**config.mk**
```make
export PLATFORM = sky130hd
export DESIGN_NAME = fe_top
export DESIGN_NICKNAME = d
export VERILOG_FILES = /design/src/fe_pkg.sv /design/src/fe_pc_gen.sv /design/src/fe_imem.sv /design/src/fe_fetch_out.sv /design/src/fe_top.sv
export VERILOG_INCLUDE_DIRS = /design/src /design/src/src
export SDC_FILE = /design/constraint.sdc
export NUM_CORES = 2
export LEC_CHECK = 0
export BUFFER_PORTS_ARGS = -buffer_cell sky130_fd_sc_hd__buf_4
export CORE_MARGIN = 5
export CORE_UTILIZATION = 35
export CTS_CLUSTER_DIAMETER = 50
export DETAILED_ROUTE_END_ITERATION = 16
export PLACE_DENSITY = 0.59
export SLEW_MARGIN = 5
export SYNTH_ARGS = -nofsm -noshare
export SYNTH_HDL_FRONTEND = slang
export SYNTH_SLANG_ARGS = --single-unit
```
**constraint.sdc**
```tcl
create_clock -name clk_i -period 6.16 [get_ports clk_i]
set_clock_uncertainty 0.1 [all_clocks]
set_input_delay 0.924 -clock clk_i [delete_from_list [all_inputs] [get_ports clk_i]]
set_output_delay 0.924 -clock clk_i [all_outputs]
set_load 0.02 [all_outputs]
```
**src/fe_params.svh**
```systemverilog
`ifndef FE_PARAMS_SVH
`define FE_PARAMS_SVH

// Virtual address width of the fetch PC
`define FE_VADDR_WIDTH 16

// Instruction word width
`define FE_INSTR_WIDTH 32

// Byte offset bits inside one instruction word
`define FE_WORD_OFFSET_WIDTH 2

// Instruction memory depth in words
`define FE_IMEM_WORDS 64

// Word index width into the instruction memory
`define FE_IMEM_IDX_WIDTH 6

`endif

```
**src/fe_pkg.sv**
```systemverilog
`include "fe_params.svh"

package fe_pkg;

  // Back end to front end command opcodes
  typedef enum logic
  {
    e_op_pc_redirect = 1'b0,
    e_op_wait        = 1'b1
  } fe_opcode_e;

  typedef struct packed
  {
    fe_opcode_e                 opcode;
    logic [`FE_VADDR_WIDTH-1:0] vaddr;
  } fe_cmd_s;

  typedef enum logic
  {
    e_fe_fetch     = 1'b0,
    e_fe_exception = 1'b1
  } fe_msg_type_e;

  typedef enum logic [1:0]
  {
    e_exc_none         = 2'd0,
    e_exc_misaligned   = 2'd1,
    e_exc_access_fault = 2'd2
  } fe_exc_code_e;

  // Fetch queue message, instr is zero for an exception
  typedef struct packed
  {
    fe_msg_type_e               msg_type;
    logic [`FE_VADDR_WIDTH-1:0] pc;
    logic [`FE_INSTR_WIDTH-1:0] instr;
    fe_exc_code_e               exc_code;
  } fe_queue_s;

  typedef struct packed
  {
    logic [`FE_IMEM_IDX_WIDTH-1:0] idx;
    logic [`FE_INSTR_WIDTH-1:0]    data;
  } fe_fill_s;

  // Payload carried from IF1 into IF2
  typedef struct packed
  {
    logic [`FE_VADDR_WIDTH-1:0] pc;
    logic [`FE_INSTR_WIDTH-1:0] instr;
    fe_exc_code_e               exc_code;
  } fe_if2_s;

endpackage

```
**src/fe_pc_gen.sv**
```systemverilog
`timescale 1ns/1ps

`include "fe_params.svh"

module fe_pc_gen
  (
    input  logic                       clk_i,
    input  logic                       reset_i,

    input  fe_pkg::fe_cmd_s            fe_cmd_i,
    input  logic                       fe_cmd_v_i,
    output logic                       fe_cmd_yumi_o,

    input  logic                       fe_queue_ready_i,

    input  logic                       fetch_fail_i,
    input  logic                       exc_sent_i,
    input  logic [`FE_VADDR_WIDTH-1:0] if2_pc_i,

    output logic                       fetch_v_o,
    output logic [`FE_VADDR_WIDTH-1:0] fetch_pc_o,
    output logic                       flush_o
  );

  typedef enum logic [1:0]
  {
    e_wait  = 2'd0,
    e_run   = 2'd1,
    e_stall = 2'd2
  } state_e;

  state_e                     state_r;
  state_e                     state_n;
  logic                       cmd_accept;
  logic                       redirect_v;
  logic                       wait_v;
  logic [`FE_VADDR_WIDTH-1:0] pc_r;
  logic [`FE_VADDR_WIDTH-1:0] pc_resume_r;

  // Commands are taken as soon as they show up
  assign fe_cmd_yumi_o = fe_cmd_v_i & ~reset_i;
  assign cmd_accept    = fe_cmd_v_i & fe_cmd_yumi_o;

  assign redirect_v = cmd_accept & (fe_cmd_i.opcode == fe_pkg::e_op_pc_redirect);
  assign wait_v     = cmd_accept & (fe_cmd_i.opcode == fe_pkg::e_op_wait);

  // Any accepted command squashes whatever sits in IF1 and IF2
  assign flush_o = cmd_accept;

  always_comb
  begin
    state_n = state_r;
    if (redirect_v)
      state_n = e_run;
    else if (wait_v)
      state_n = e_wait;
    else
    begin
      case (state_r)
        e_run:
        begin
          // Replay from the blocked entry
          if (fetch_fail_i)
            state_n = e_stall;
          else if (exc_sent_i)
            state_n = e_wait;
        end
        e_stall:
        begin
          if (fe_queue_ready_i)
            state_n = e_run;
        end
        default:
          state_n = state_r;
      endcase
    end
  end

  // Redirect target goes out in the same cycle it is accepted
  always_comb
  begin
    if (redirect_v)
      fetch_pc_o = fe_cmd_i.vaddr;
    else if (state_r == e_stall)
      fetch_pc_o = pc_resume_r;
    else
      fetch_pc_o = pc_r;
  end

  assign fetch_v_o = (state_n == e_run);

  always_ff @(posedge clk_i)
  begin
    if (reset_i)
      state_r <= e_wait;
    else
      state_r <= state_n;
  end

  // Sequential PC, one word per issued fetch
  always_ff @(posedge clk_i)
  begin
    if (fetch_v_o)
      pc_r <= fetch_pc_o + `FE_VADDR_WIDTH'(4);
  end

  always_ff @(posedge clk_i)
  begin
    if (fetch_fail_i & ~cmd_accept)
      pc_resume_r <= if2_pc_i;
  end

endmodule

```
**src/fe_imem.sv**
```systemverilog
`timescale 1ns/1ps

`include "fe_params.svh"

module fe_imem
  (
    input  logic                       clk_i,
    input  logic                       reset_i,

    input  fe_pkg::fe_fill_s           imem_fill_i,
    input  logic                       imem_fill_v_i,

    input  logic                       fetch_v_i,
    input  logic [`FE_VADDR_WIDTH-1:0] fetch_pc_i,
    input  logic                       flush_i,

    output logic                       if2_v_o,
    output fe_pkg::fe_if2_s            if2_data_o
  );

  logic [`FE_INSTR_WIDTH-1:0] mem_r [`FE_IMEM_WORDS];

  logic [`FE_VADDR_WIDTH-`FE_WORD_OFFSET_WIDTH-1:0] word_idx;
  logic [`FE_IMEM_IDX_WIDTH-1:0]                    mem_idx;
  logic                                             misaligned;
  logic                                             out_of_range;
  fe_pkg::fe_exc_code_e                             exc_code;

  logic            if1_v_r;
  fe_pkg::fe_if2_s if1_r;

  assign word_idx = fetch_pc_i[`FE_VADDR_WIDTH-1:`FE_WORD_OFFSET_WIDTH];
  assign mem_idx  = word_idx[`FE_IMEM_IDX_WIDTH-1:0];

  assign misaligned   = |fetch_pc_i[`FE_WORD_OFFSET_WIDTH-1:0];
  assign out_of_range = (word_idx >= `FE_IMEM_WORDS);

  // Misaligned wins over access fault
  always_comb
  begin
    if (misaligned)
      exc_code = fe_pkg::e_exc_misaligned;
    else if (out_of_range)
      exc_code = fe_pkg::e_exc_access_fault;
    else
      exc_code = fe_pkg::e_exc_none;
  end

  always_ff @(posedge clk_i)
  begin
    if (imem_fill_v_i)
      mem_r[imem_fill_i.idx] <= imem_fill_i.data;
  end

  // Synchronous read, word and PC registered together
  always_ff @(posedge clk_i)
  begin
    if (fetch_v_i)
    begin
      if1_r.pc       <= fetch_pc_i;
      if1_r.instr    <= mem_r[mem_idx];
      if1_r.exc_code <= exc_code;
    end
  end

  always_ff @(posedge clk_i)
  begin
    if (reset_i)
      if1_v_r <= 1'b0;
    else
      if1_v_r <= fetch_v_i;
  end

  // A flush kills the word held here
  // The redirect fetch of that cycle still enters behind it
  assign if2_v_o    = if1_v_r & ~flush_i;
  assign if2_data_o = if1_r;

endmodule

```
**src/fe_fetch_out.sv**
```systemverilog
`timescale 1ns/1ps

`include "fe_params.svh"

module fe_fetch_out
  (
    input  logic                       clk_i,
    input  logic                       reset_i,

    input  logic                       if2_v_i,
    input  fe_pkg::fe_if2_s            if2_data_i,
    input  logic                       flush_i,

    output fe_pkg::fe_queue_s          fe_queue_o,
    output logic                       fe_queue_v_o,
    input  logic                       fe_queue_ready_i,

    output logic                       fetch_fail_o,
    output logic                       exc_sent_o,
    output logic [`FE_VADDR_WIDTH-1:0] if2_pc_o
  );

  logic            if2_v_r;
  fe_pkg::fe_if2_s if2_r;
  logic            is_exc;
  logic            if2_v_n;

  assign is_exc = (if2_r.exc_code != fe_pkg::e_exc_none);

  // Offer only when the queue already has room and no command is landing
  assign fe_queue_v_o = if2_v_r & fe_queue_ready_i & ~flush_i;

  always_comb
  begin
    fe_queue_o.pc       = if2_r.pc;
    fe_queue_o.exc_code = if2_r.exc_code;
    if (is_exc)
    begin
      fe_queue_o.msg_type = fe_pkg::e_fe_exception;
      fe_queue_o.instr    = '0;
    end
    else
    begin
      fe_queue_o.msg_type = fe_pkg::e_fe_fetch;
      fe_queue_o.instr    = if2_r.instr;
    end
  end

  // Results handed back to IF0
  assign fetch_fail_o = if2_v_r & ~fe_queue_v_o;
  assign exc_sent_o   = fe_queue_v_o & is_exc;
  assign if2_pc_o     = if2_r.pc;

  // The younger IF1 word is dropped on a replay or after an exception
  assign if2_v_n = if2_v_i & ~flush_i & ~fetch_fail_o & ~exc_sent_o;

  always_ff @(posedge clk_i)
  begin
    if (reset_i)
      if2_v_r <= 1'b0;
    else
      if2_v_r <= if2_v_n;
  end

  always_ff @(posedge clk_i)
  begin
    if (if2_v_i)
      if2_r <= if2_data_i;
  end

endmodule

```
**src/fe_top.sv**
```systemverilog
`timescale 1ns/1ps

`include "fe_params.svh"

module fe_top
  (
    input  logic              clk_i,
    input  logic              reset_i,

    input  fe_pkg::fe_cmd_s   fe_cmd_i,
    input  logic              fe_cmd_v_i,
    output logic              fe_cmd_yumi_o,

    output fe_pkg::fe_queue_s fe_queue_o,
    output logic              fe_queue_v_o,
    input  logic              fe_queue_ready_i,

    input  fe_pkg::fe_fill_s  imem_fill_i,
    input  logic              imem_fill_v_i
  );

  // IF0 to IF1
  logic                       fetch_v;
  logic [`FE_VADDR_WIDTH-1:0] fetch_pc;
  logic                       flush;

  // IF1 to IF2
  logic                       if2_v;
  fe_pkg::fe_if2_s            if2_data;

  // IF2 back to IF0
  logic                       fetch_fail;
  logic                       exc_sent;
  logic [`FE_VADDR_WIDTH-1:0] if2_pc;

  fe_pc_gen pc_gen0
    (
      .clk_i            (clk_i),
      .reset_i          (reset_i),
      .fe_cmd_i         (fe_cmd_i),
      .fe_cmd_v_i       (fe_cmd_v_i),
      .fe_cmd_yumi_o    (fe_cmd_yumi_o),
      .fe_queue_ready_i (fe_queue_ready_i),
      .fetch_fail_i     (fetch_fail),
      .exc_sent_i       (exc_sent),
      .if2_pc_i         (if2_pc),
      .fetch_v_o        (fetch_v),
      .fetch_pc_o       (fetch_pc),
      .flush_o          (flush)
    );

  fe_imem imem0
    (
      .clk_i         (clk_i),
      .reset_i       (reset_i),
      .imem_fill_i   (imem_fill_i),
      .imem_fill_v_i (imem_fill_v_i),
      .fetch_v_i     (fetch_v),
      .fetch_pc_i    (fetch_pc),
      .flush_i       (flush),
      .if2_v_o       (if2_v),
      .if2_data_o    (if2_data)
    );

  fe_fetch_out fetch_out0
    (
      .clk_i            (clk_i),
      .reset_i          (reset_i),
      .if2_v_i          (if2_v),
      .if2_data_i       (if2_data),
      .flush_i          (flush),
      .fe_queue_o       (fe_queue_o),
      .fe_queue_v_o     (fe_queue_v_o),
      .fe_queue_ready_i (fe_queue_ready_i),
      .fetch_fail_o     (fetch_fail),
      .exc_sent_o       (exc_sent),
      .if2_pc_o         (if2_pc)
    );

endmodule

```
After elaboration in Yosys (flattened, before gate mapping)
Memories as Yosys holds them, arrays and structs flattened. A register that Yosys moved wholly into a read port is not among the register bits.
Cells that the tools add are included.
Word-level totals
  flip-flop bits (word level): 104
  RAM bits: 2048
  bits of input ports: 60
  output and inout bits: 53
  memories: 1
Memory list
  imem0.mem_r: words 64, width 32, rd ports 1, clocked after memory_dff 1, write ports 1, RTL line fe_imem.sv:21  | logic [`FE_INSTR_WIDTH-1:0] mem_r [`FE_IMEM_WORDS];
Cells by class
  add/subtract/negate cells: 1
  order comparisons: 1
  equality and inequality tests: 3
  muxes and demuxes: 13
  bitwise logic cells: 19
  reduce and logical (&&, ||, !) cells: 2
Operator list (count)
  2-to-1 mux 16 bit: 2
  2-to-1 mux 32 bit: 1
  adder 16 x 3 -> 16 bit (second input constant): 1
  >= comparator 14 x 7 -> 1 bit (second input constant): 1
  bitwise AND 1 bit: 13
  2-to-1 mux 2 bit: 6
  NOT 1 bit: 6
  equality test 2 x 1 -> 1 bit (second input constant): 2
  case mux 2 bit (2 select lines): 1
  2-to-1 mux 1 bit: 3
  equality test 2 bit (second input constant): 1
  nonzero test 2 bit: 1
  OR reduction 2 bit: 1

Depth between registers and ports, before layout
  word-level depth: 12
  depth in mapped cells: 16
  gate-level depth less buffers: 10

Cells and area by module
Synthesis repeated with hierarchy kept, for this count alone.
Unflattened totals
  cell total of the unflattened synthesis: 3828
  area, all modules: 84078.1 um^2
Modules (own cells, without submodules)
  fe_imem: instances 1, cells each 3536, area an instance 80018.0 um^2, seq. area each 63020.4 um^2
  fe_fetch_out: instances 1, cells each 130, area an instance 2058.2 um^2, seq. area each 1521.5 um^2
  fe_pc_gen: instances 1, cells each 162, area an instance 2001.9 um^2, seq. area each 1001.0 um^2

Least setup slack after synthesis
Ideal clock, no wire load.
  path type: input port to flip-flop
  start: input reset_i
  end: register imem0.if1_r (netlist bit imem0.if2_data_o[0]), enable pin
  library setup time: 486 ps
  data arrival time: 4659 ps
  required time: 5574 ps
  setup slack: 914 ps
  stages on the path: 6
  path buffers: 3
  path through: nor3b_1 buf_2 buf_1 clkbuf_1 a31oi_1 nor2_1
Between the ends
  longest elaborated chain between the ends: 12
  elaborated cells on any way between the ends: 16
  classes of those cells: eq/ne: 1; mux: 5; bitwise: 10
Ends and longest elaborated chain
  from (decl): RTL line fe_top.sv:8  | input logic reset_i,
  NOT 1 bit (*): RTL line fe_pc_gen.sv:41  | assign fe_cmd_yumi_o = fe_cmd_v_i & ~reset_i;
  bitwise AND 1 bit (*): RTL line fe_pc_gen.sv:41
  bitwise AND 1 bit (*): RTL line fe_pc_gen.sv:42  | assign cmd_accept = fe_cmd_v_i & fe_cmd_yumi_o;
  NOT 1 bit: RTL line fe_fetch_out.sv:31  | assign fe_queue_v_o = if2_v_r & fe_queue_ready_i & ~flush_i;
  bitwise AND 1 bit: RTL line fe_fetch_out.sv:31
  bitwise AND 1 bit / NOT 1 bit (equally long branches): RTL line fe_fetch_out.sv:51, fe_fetch_out.sv:50
  2-to-1 mux 2 bit / bitwise AND 1 bit (equally long branches): RTL line fe_pc_gen.sv:65, fe_fetch_out.sv:50
  2-to-1 mux 2 bit: RTL line fe_pc_gen.sv:63  | if (fetch_fail_i)
  case mux 2 bit (2 select lines): RTL line fe_pc_gen.sv:59  | case (state_r)
  2-to-1 mux 2 bit: RTL line fe_pc_gen.sv:55  | else if (wait_v)
  2-to-1 mux 2 bit (*): RTL line fe_pc_gen.sv:53  | if (redirect_v)
  equality test 2 x 1 -> 1 bit (*): RTL line fe_pc_gen.sv:90  | assign fetch_v_o = (state_n == e_run);
  to (decl): RTL line fe_imem.sv:30  | fe_pkg::fe_if2_s if1_r;
Every way passes the cells marked *; elsewhere a longest branch is shown, timed or not.
A chain may end at the register's enable or synchronous reset.

Worst setup path in the final report
  start: register pc_gen0.state_r[1]
  end: register, netlist name imem0.if2_data_o[27]
Between the ends
  longest elaborated chain between the ends: 6
  elaborated cells on any way between the ends: 11
  classes of those cells: eq/ne: 3; mux: 8
Ends and longest elaborated chain
  from (decl): RTL line fe_pc_gen.sv:32  | state_e state_r;
  from (signal assigned): RTL line fe_pc_gen.sv:95  | state_r <= e_wait;
  from (signal assigned): RTL line fe_pc_gen.sv:97  | state_r <= state_n;
  2-to-1 mux 2 bit: RTL line fe_pc_gen.sv:65  | else if (exc_sent_i)
  2-to-1 mux 2 bit: RTL line fe_pc_gen.sv:63
  case mux 2 bit (2 select lines): RTL line fe_pc_gen.sv:59
  2-to-1 mux 2 bit: RTL line fe_pc_gen.sv:55
  2-to-1 mux 2 bit: RTL line fe_pc_gen.sv:53
  equality test 2 x 1 -> 1 bit: RTL line fe_pc_gen.sv:90
Several ways; a longest one is shown, not always the timed one.

==> metrics.csv <==
metric,value,unit
final worst slack,0.9971,ns
Main synth FF type,edfxtp_1,
unrepaired setup endpoints after global routing,false,
H-Tree Depth,4,
R2R Path End,imem0.if2_data_o[27],
initial antenna violation count,24,
routed wl met3,25.14,mm
CTS tree,built,
hold_sp,reset_i,
"Non-Filler Cell Area, Final",97420,µm²
YS warnings,0,
dpl cell area,90560,µm²
starting density of the core,35.26,%
most frequent cells in the layout,"edfxtp_1, nand2_1, mux2i_1",
"Hold Vio Cnt, Final",0,
cts hold-fix bufs,0,
CTS Buffer Depth,3,
Async SR Flop Fraction,0,%
Hold Path Stages,2,
GPL Wtd Cong,0.8112,
WL/cell,28.40,µm
final setup vio count,0,
Post-synth EDFFs,2178,
Slew headroom,15.93,%
routed wl met2,116.7,mm
antenna-violating nets left,0,
"area leader, netlist",edfxtp_1,
TNS Setup,0,ns
Mapped Nets,5505,
FILL cells,21680,
final WL,254.7,mm
Max Cap Violations,0,
Ports,113,
# rows,180,
Post-Syn Area,84970,µm²
vias per cell,5.564,
post-place setup slack,0.7664,ns
width of the die,502.7,µm
worst path required time,6.67,ns
Hold Crit Class,in2reg,
"most common cell after layout, fill and taps aside",edfxtp_1,
Nets,5664,
Worst Max-Slew Pin Slew,1.258,ns
cts bufs inserted,217,
Area Growth Syn to Fin,14.65,%
crit path DAT,5.67,ns
layout cells sized above 1,13.32,%
Reg-to-Reg Start,pc_gen0.state_r[1],
Slew Limit Fails,0,
first-pass GRT wire length,358.2,mm
crit path max fanout,29,
maximum VDD drop,0.3198,mV
Power Density,318.9,nW/µm²
post-synthesis average cell area,15.62,µm²
worst hold endpoint,pc_gen0.state_r[1],
DPL Wire Length,143.4,mm
vias in the first global route,47320,
post-synth top area share,76.97,%
Post-Route M1 WL,104.3,mm
core area,241000,µm²
Max Fclk,193.7,MHz
CP Launch Type,flop,
worst skew pair latency,0.88,ns
Setup crit end kind,flop,
"Setup Fix Bufs, Post-CTS",0,
Final min period,5.163,ns
"Seq/Total Area, Yosys",77.07,%
reg2reg setup slack,1.0,ns
top sig layer,met5,
Residual DRC,0,
root buf cell,clkbuf_16,
"Distinct cells, synth",60,
Final Total Pwr,31.07,mW
Seq cells post-synth,2182,
clk sink count,2182,
register clock-pin slew on the reported worst setup and hold paths,0.06,ns
Iteration-0 DRC Markers,6417,
die area,252700,µm²
crit path kind,reg2reg,
Reg2Reg Depth,12,
die height,502.7,µm
DR pass1 iterations,8,
ranking of synthesized cells by area,"edfxtp_1, mux2i_1, nand2_1, nand3_1, mux4_2",
result of the run,finished clean,
I/O Buffers,112,
Mapped Cells,5441,
PostCTS Resize Cnt,0,
final worst path period share,83.81,%
via count,49910,
largest net degree at the start of global routing,176,
grt total ovfl,0,
Leakage,32.05,nW
Tot GR Track Use,19.67,%
## cells in the mapped netlist (4+ instances only)
cell type	instances
nor2b_1	5
nor3_1	5
ha_1	4
mux2_1	4
or3_1	4
a31oi_1	76
buf_1	28
edfxtp_1	2178
o221ai_1	34
mux2_2	25
o2111ai_1	62
o211ai_1	41
buf_4	24
o211a_1	4
mux2i_1	427
a211o_1	20
nand2_1	1058
a32oi_1	12
nand2b_1	4
o21ai_0	16
inv_1	17
a21oi_1	146
and2_1	35
buf_2	100
clkbuf_1	209
a221oi_1	25
dfxtp_1	4
mux4_2	59
and3_1	27
xnor2_1	12
nand4_1	62
nor2_1	83
o22ai_1	93
nand3_1	388
a22oi_1	49
nor4_1	62
## registers in the layout, summed over array words and instances (netlist names)
register,cells
fetch_out0.fe_queue_o,2
fetch_out0.if2_pc_o,16
fetch_out0.if2_r,32
fetch_out0.if2_v_r,1
imem0.if1_v_r,1
imem0.if2_data_o,48
imem0.mem_r,2048
pc_gen0.pc_r,16
pc_gen0.pc_resume_r,16
pc_gen0.state_r,2
## metrics by stage
stage | util, % | cells | hold WS, ns
floorplan | - | 5441 | 0.3003
global route | 40.42 | 8964 | 0.1733
detailed placement | 37.58 | 8566 | 0.3045
global placement | 37.58 | 8566 | 0.3008
CTS | 40.42 | 8960 | 0.1206
finish | 40.42 | 8969 | 0.1914
## critical path: stages (launching register included)
cell and delay [ns]:
dfxtp_1 0.38, ha_1 0.27, buf_4 0.32, mux2_2 0.43, mux2i_4 0.22, clkinv_2 0.32
nand2_4 0.39, buf_4 0.50, a21oi_1 0.07, nor4_1 1.03, o22ai_1 0.33, buf_4 0.28
and3_1 0.18
## cell families (layout without fill, tap and decap cells)
logic type / count (synthesis) / count (layout) / synth area share, %
other cells: 0 / 9 / 0
mux: 517 / 517 / 7.032
flops: 2182 / 2182 / 77.07
fa+ha+maj: 4 / 4 / 0.05891
xor+xnor: 12 / 12 / 0.1237
compound gates: 596 / 596 / 4.795
simple gates: 1747 / 1747 / 8.959
buf+inv: 383 / 717 / 1.963
## cell type report
class                   instances  area, µm²  share of cell area (%)
repair buffers                303       2600                   2.669
well taps                    3185       3985                   4.091
clock inverters               122       1150                   1.180
diodes                          9      22.52                 0.02312
multi-input cells            2876      18410                   18.90
flip-flops and latches       2182      65480                   67.22
inverters                      20      83.83                 0.08605
clock buffers                 272       5679                   5.830
## worst max-delay path by stage
| stage | start | end | slack (ns) | depth (start not counted) |
|---|---|---|---|---|
| 2_1_floorplan | reset_i | imem0.if2_data_o[0] | 0.91 | 6 |
| 3_3_place_gp | reset_i | imem0.if2_data_o[27] | 0.78 | 13 |
| 3_5_place_dp | reset_i | imem0.if2_data_o[27] | 0.77 | 13 |
| 4_1_cts | pc_gen0.state_r[0] | imem0.if2_data_o[27] | 1.13 | 14 |
| 5_1_grt | pc_gen0.state_r[0] | imem0.if2_data_o[27] | 0.73 | 14 |
| 6_report | pc_gen0.state_r[1] | imem0.if2_data_o[27] | 1.0 | 12 |
## metal layers
layer,vias up,global-route usage (%)
met4,12,6.748
met2,2628,30.28
met1,25610,27.89
li1,21280,-
met5,-,0
met3,377,4.014
## power by group
part,total [mW],switching (mW),internal [mW]
clock network,12.8,5.66,7.09
registers,16.5,0.0369,16.5
logic,1.81,1.32,0.491
total,31.1,7.02,24.0
Power figures use the tool's default switching activity.
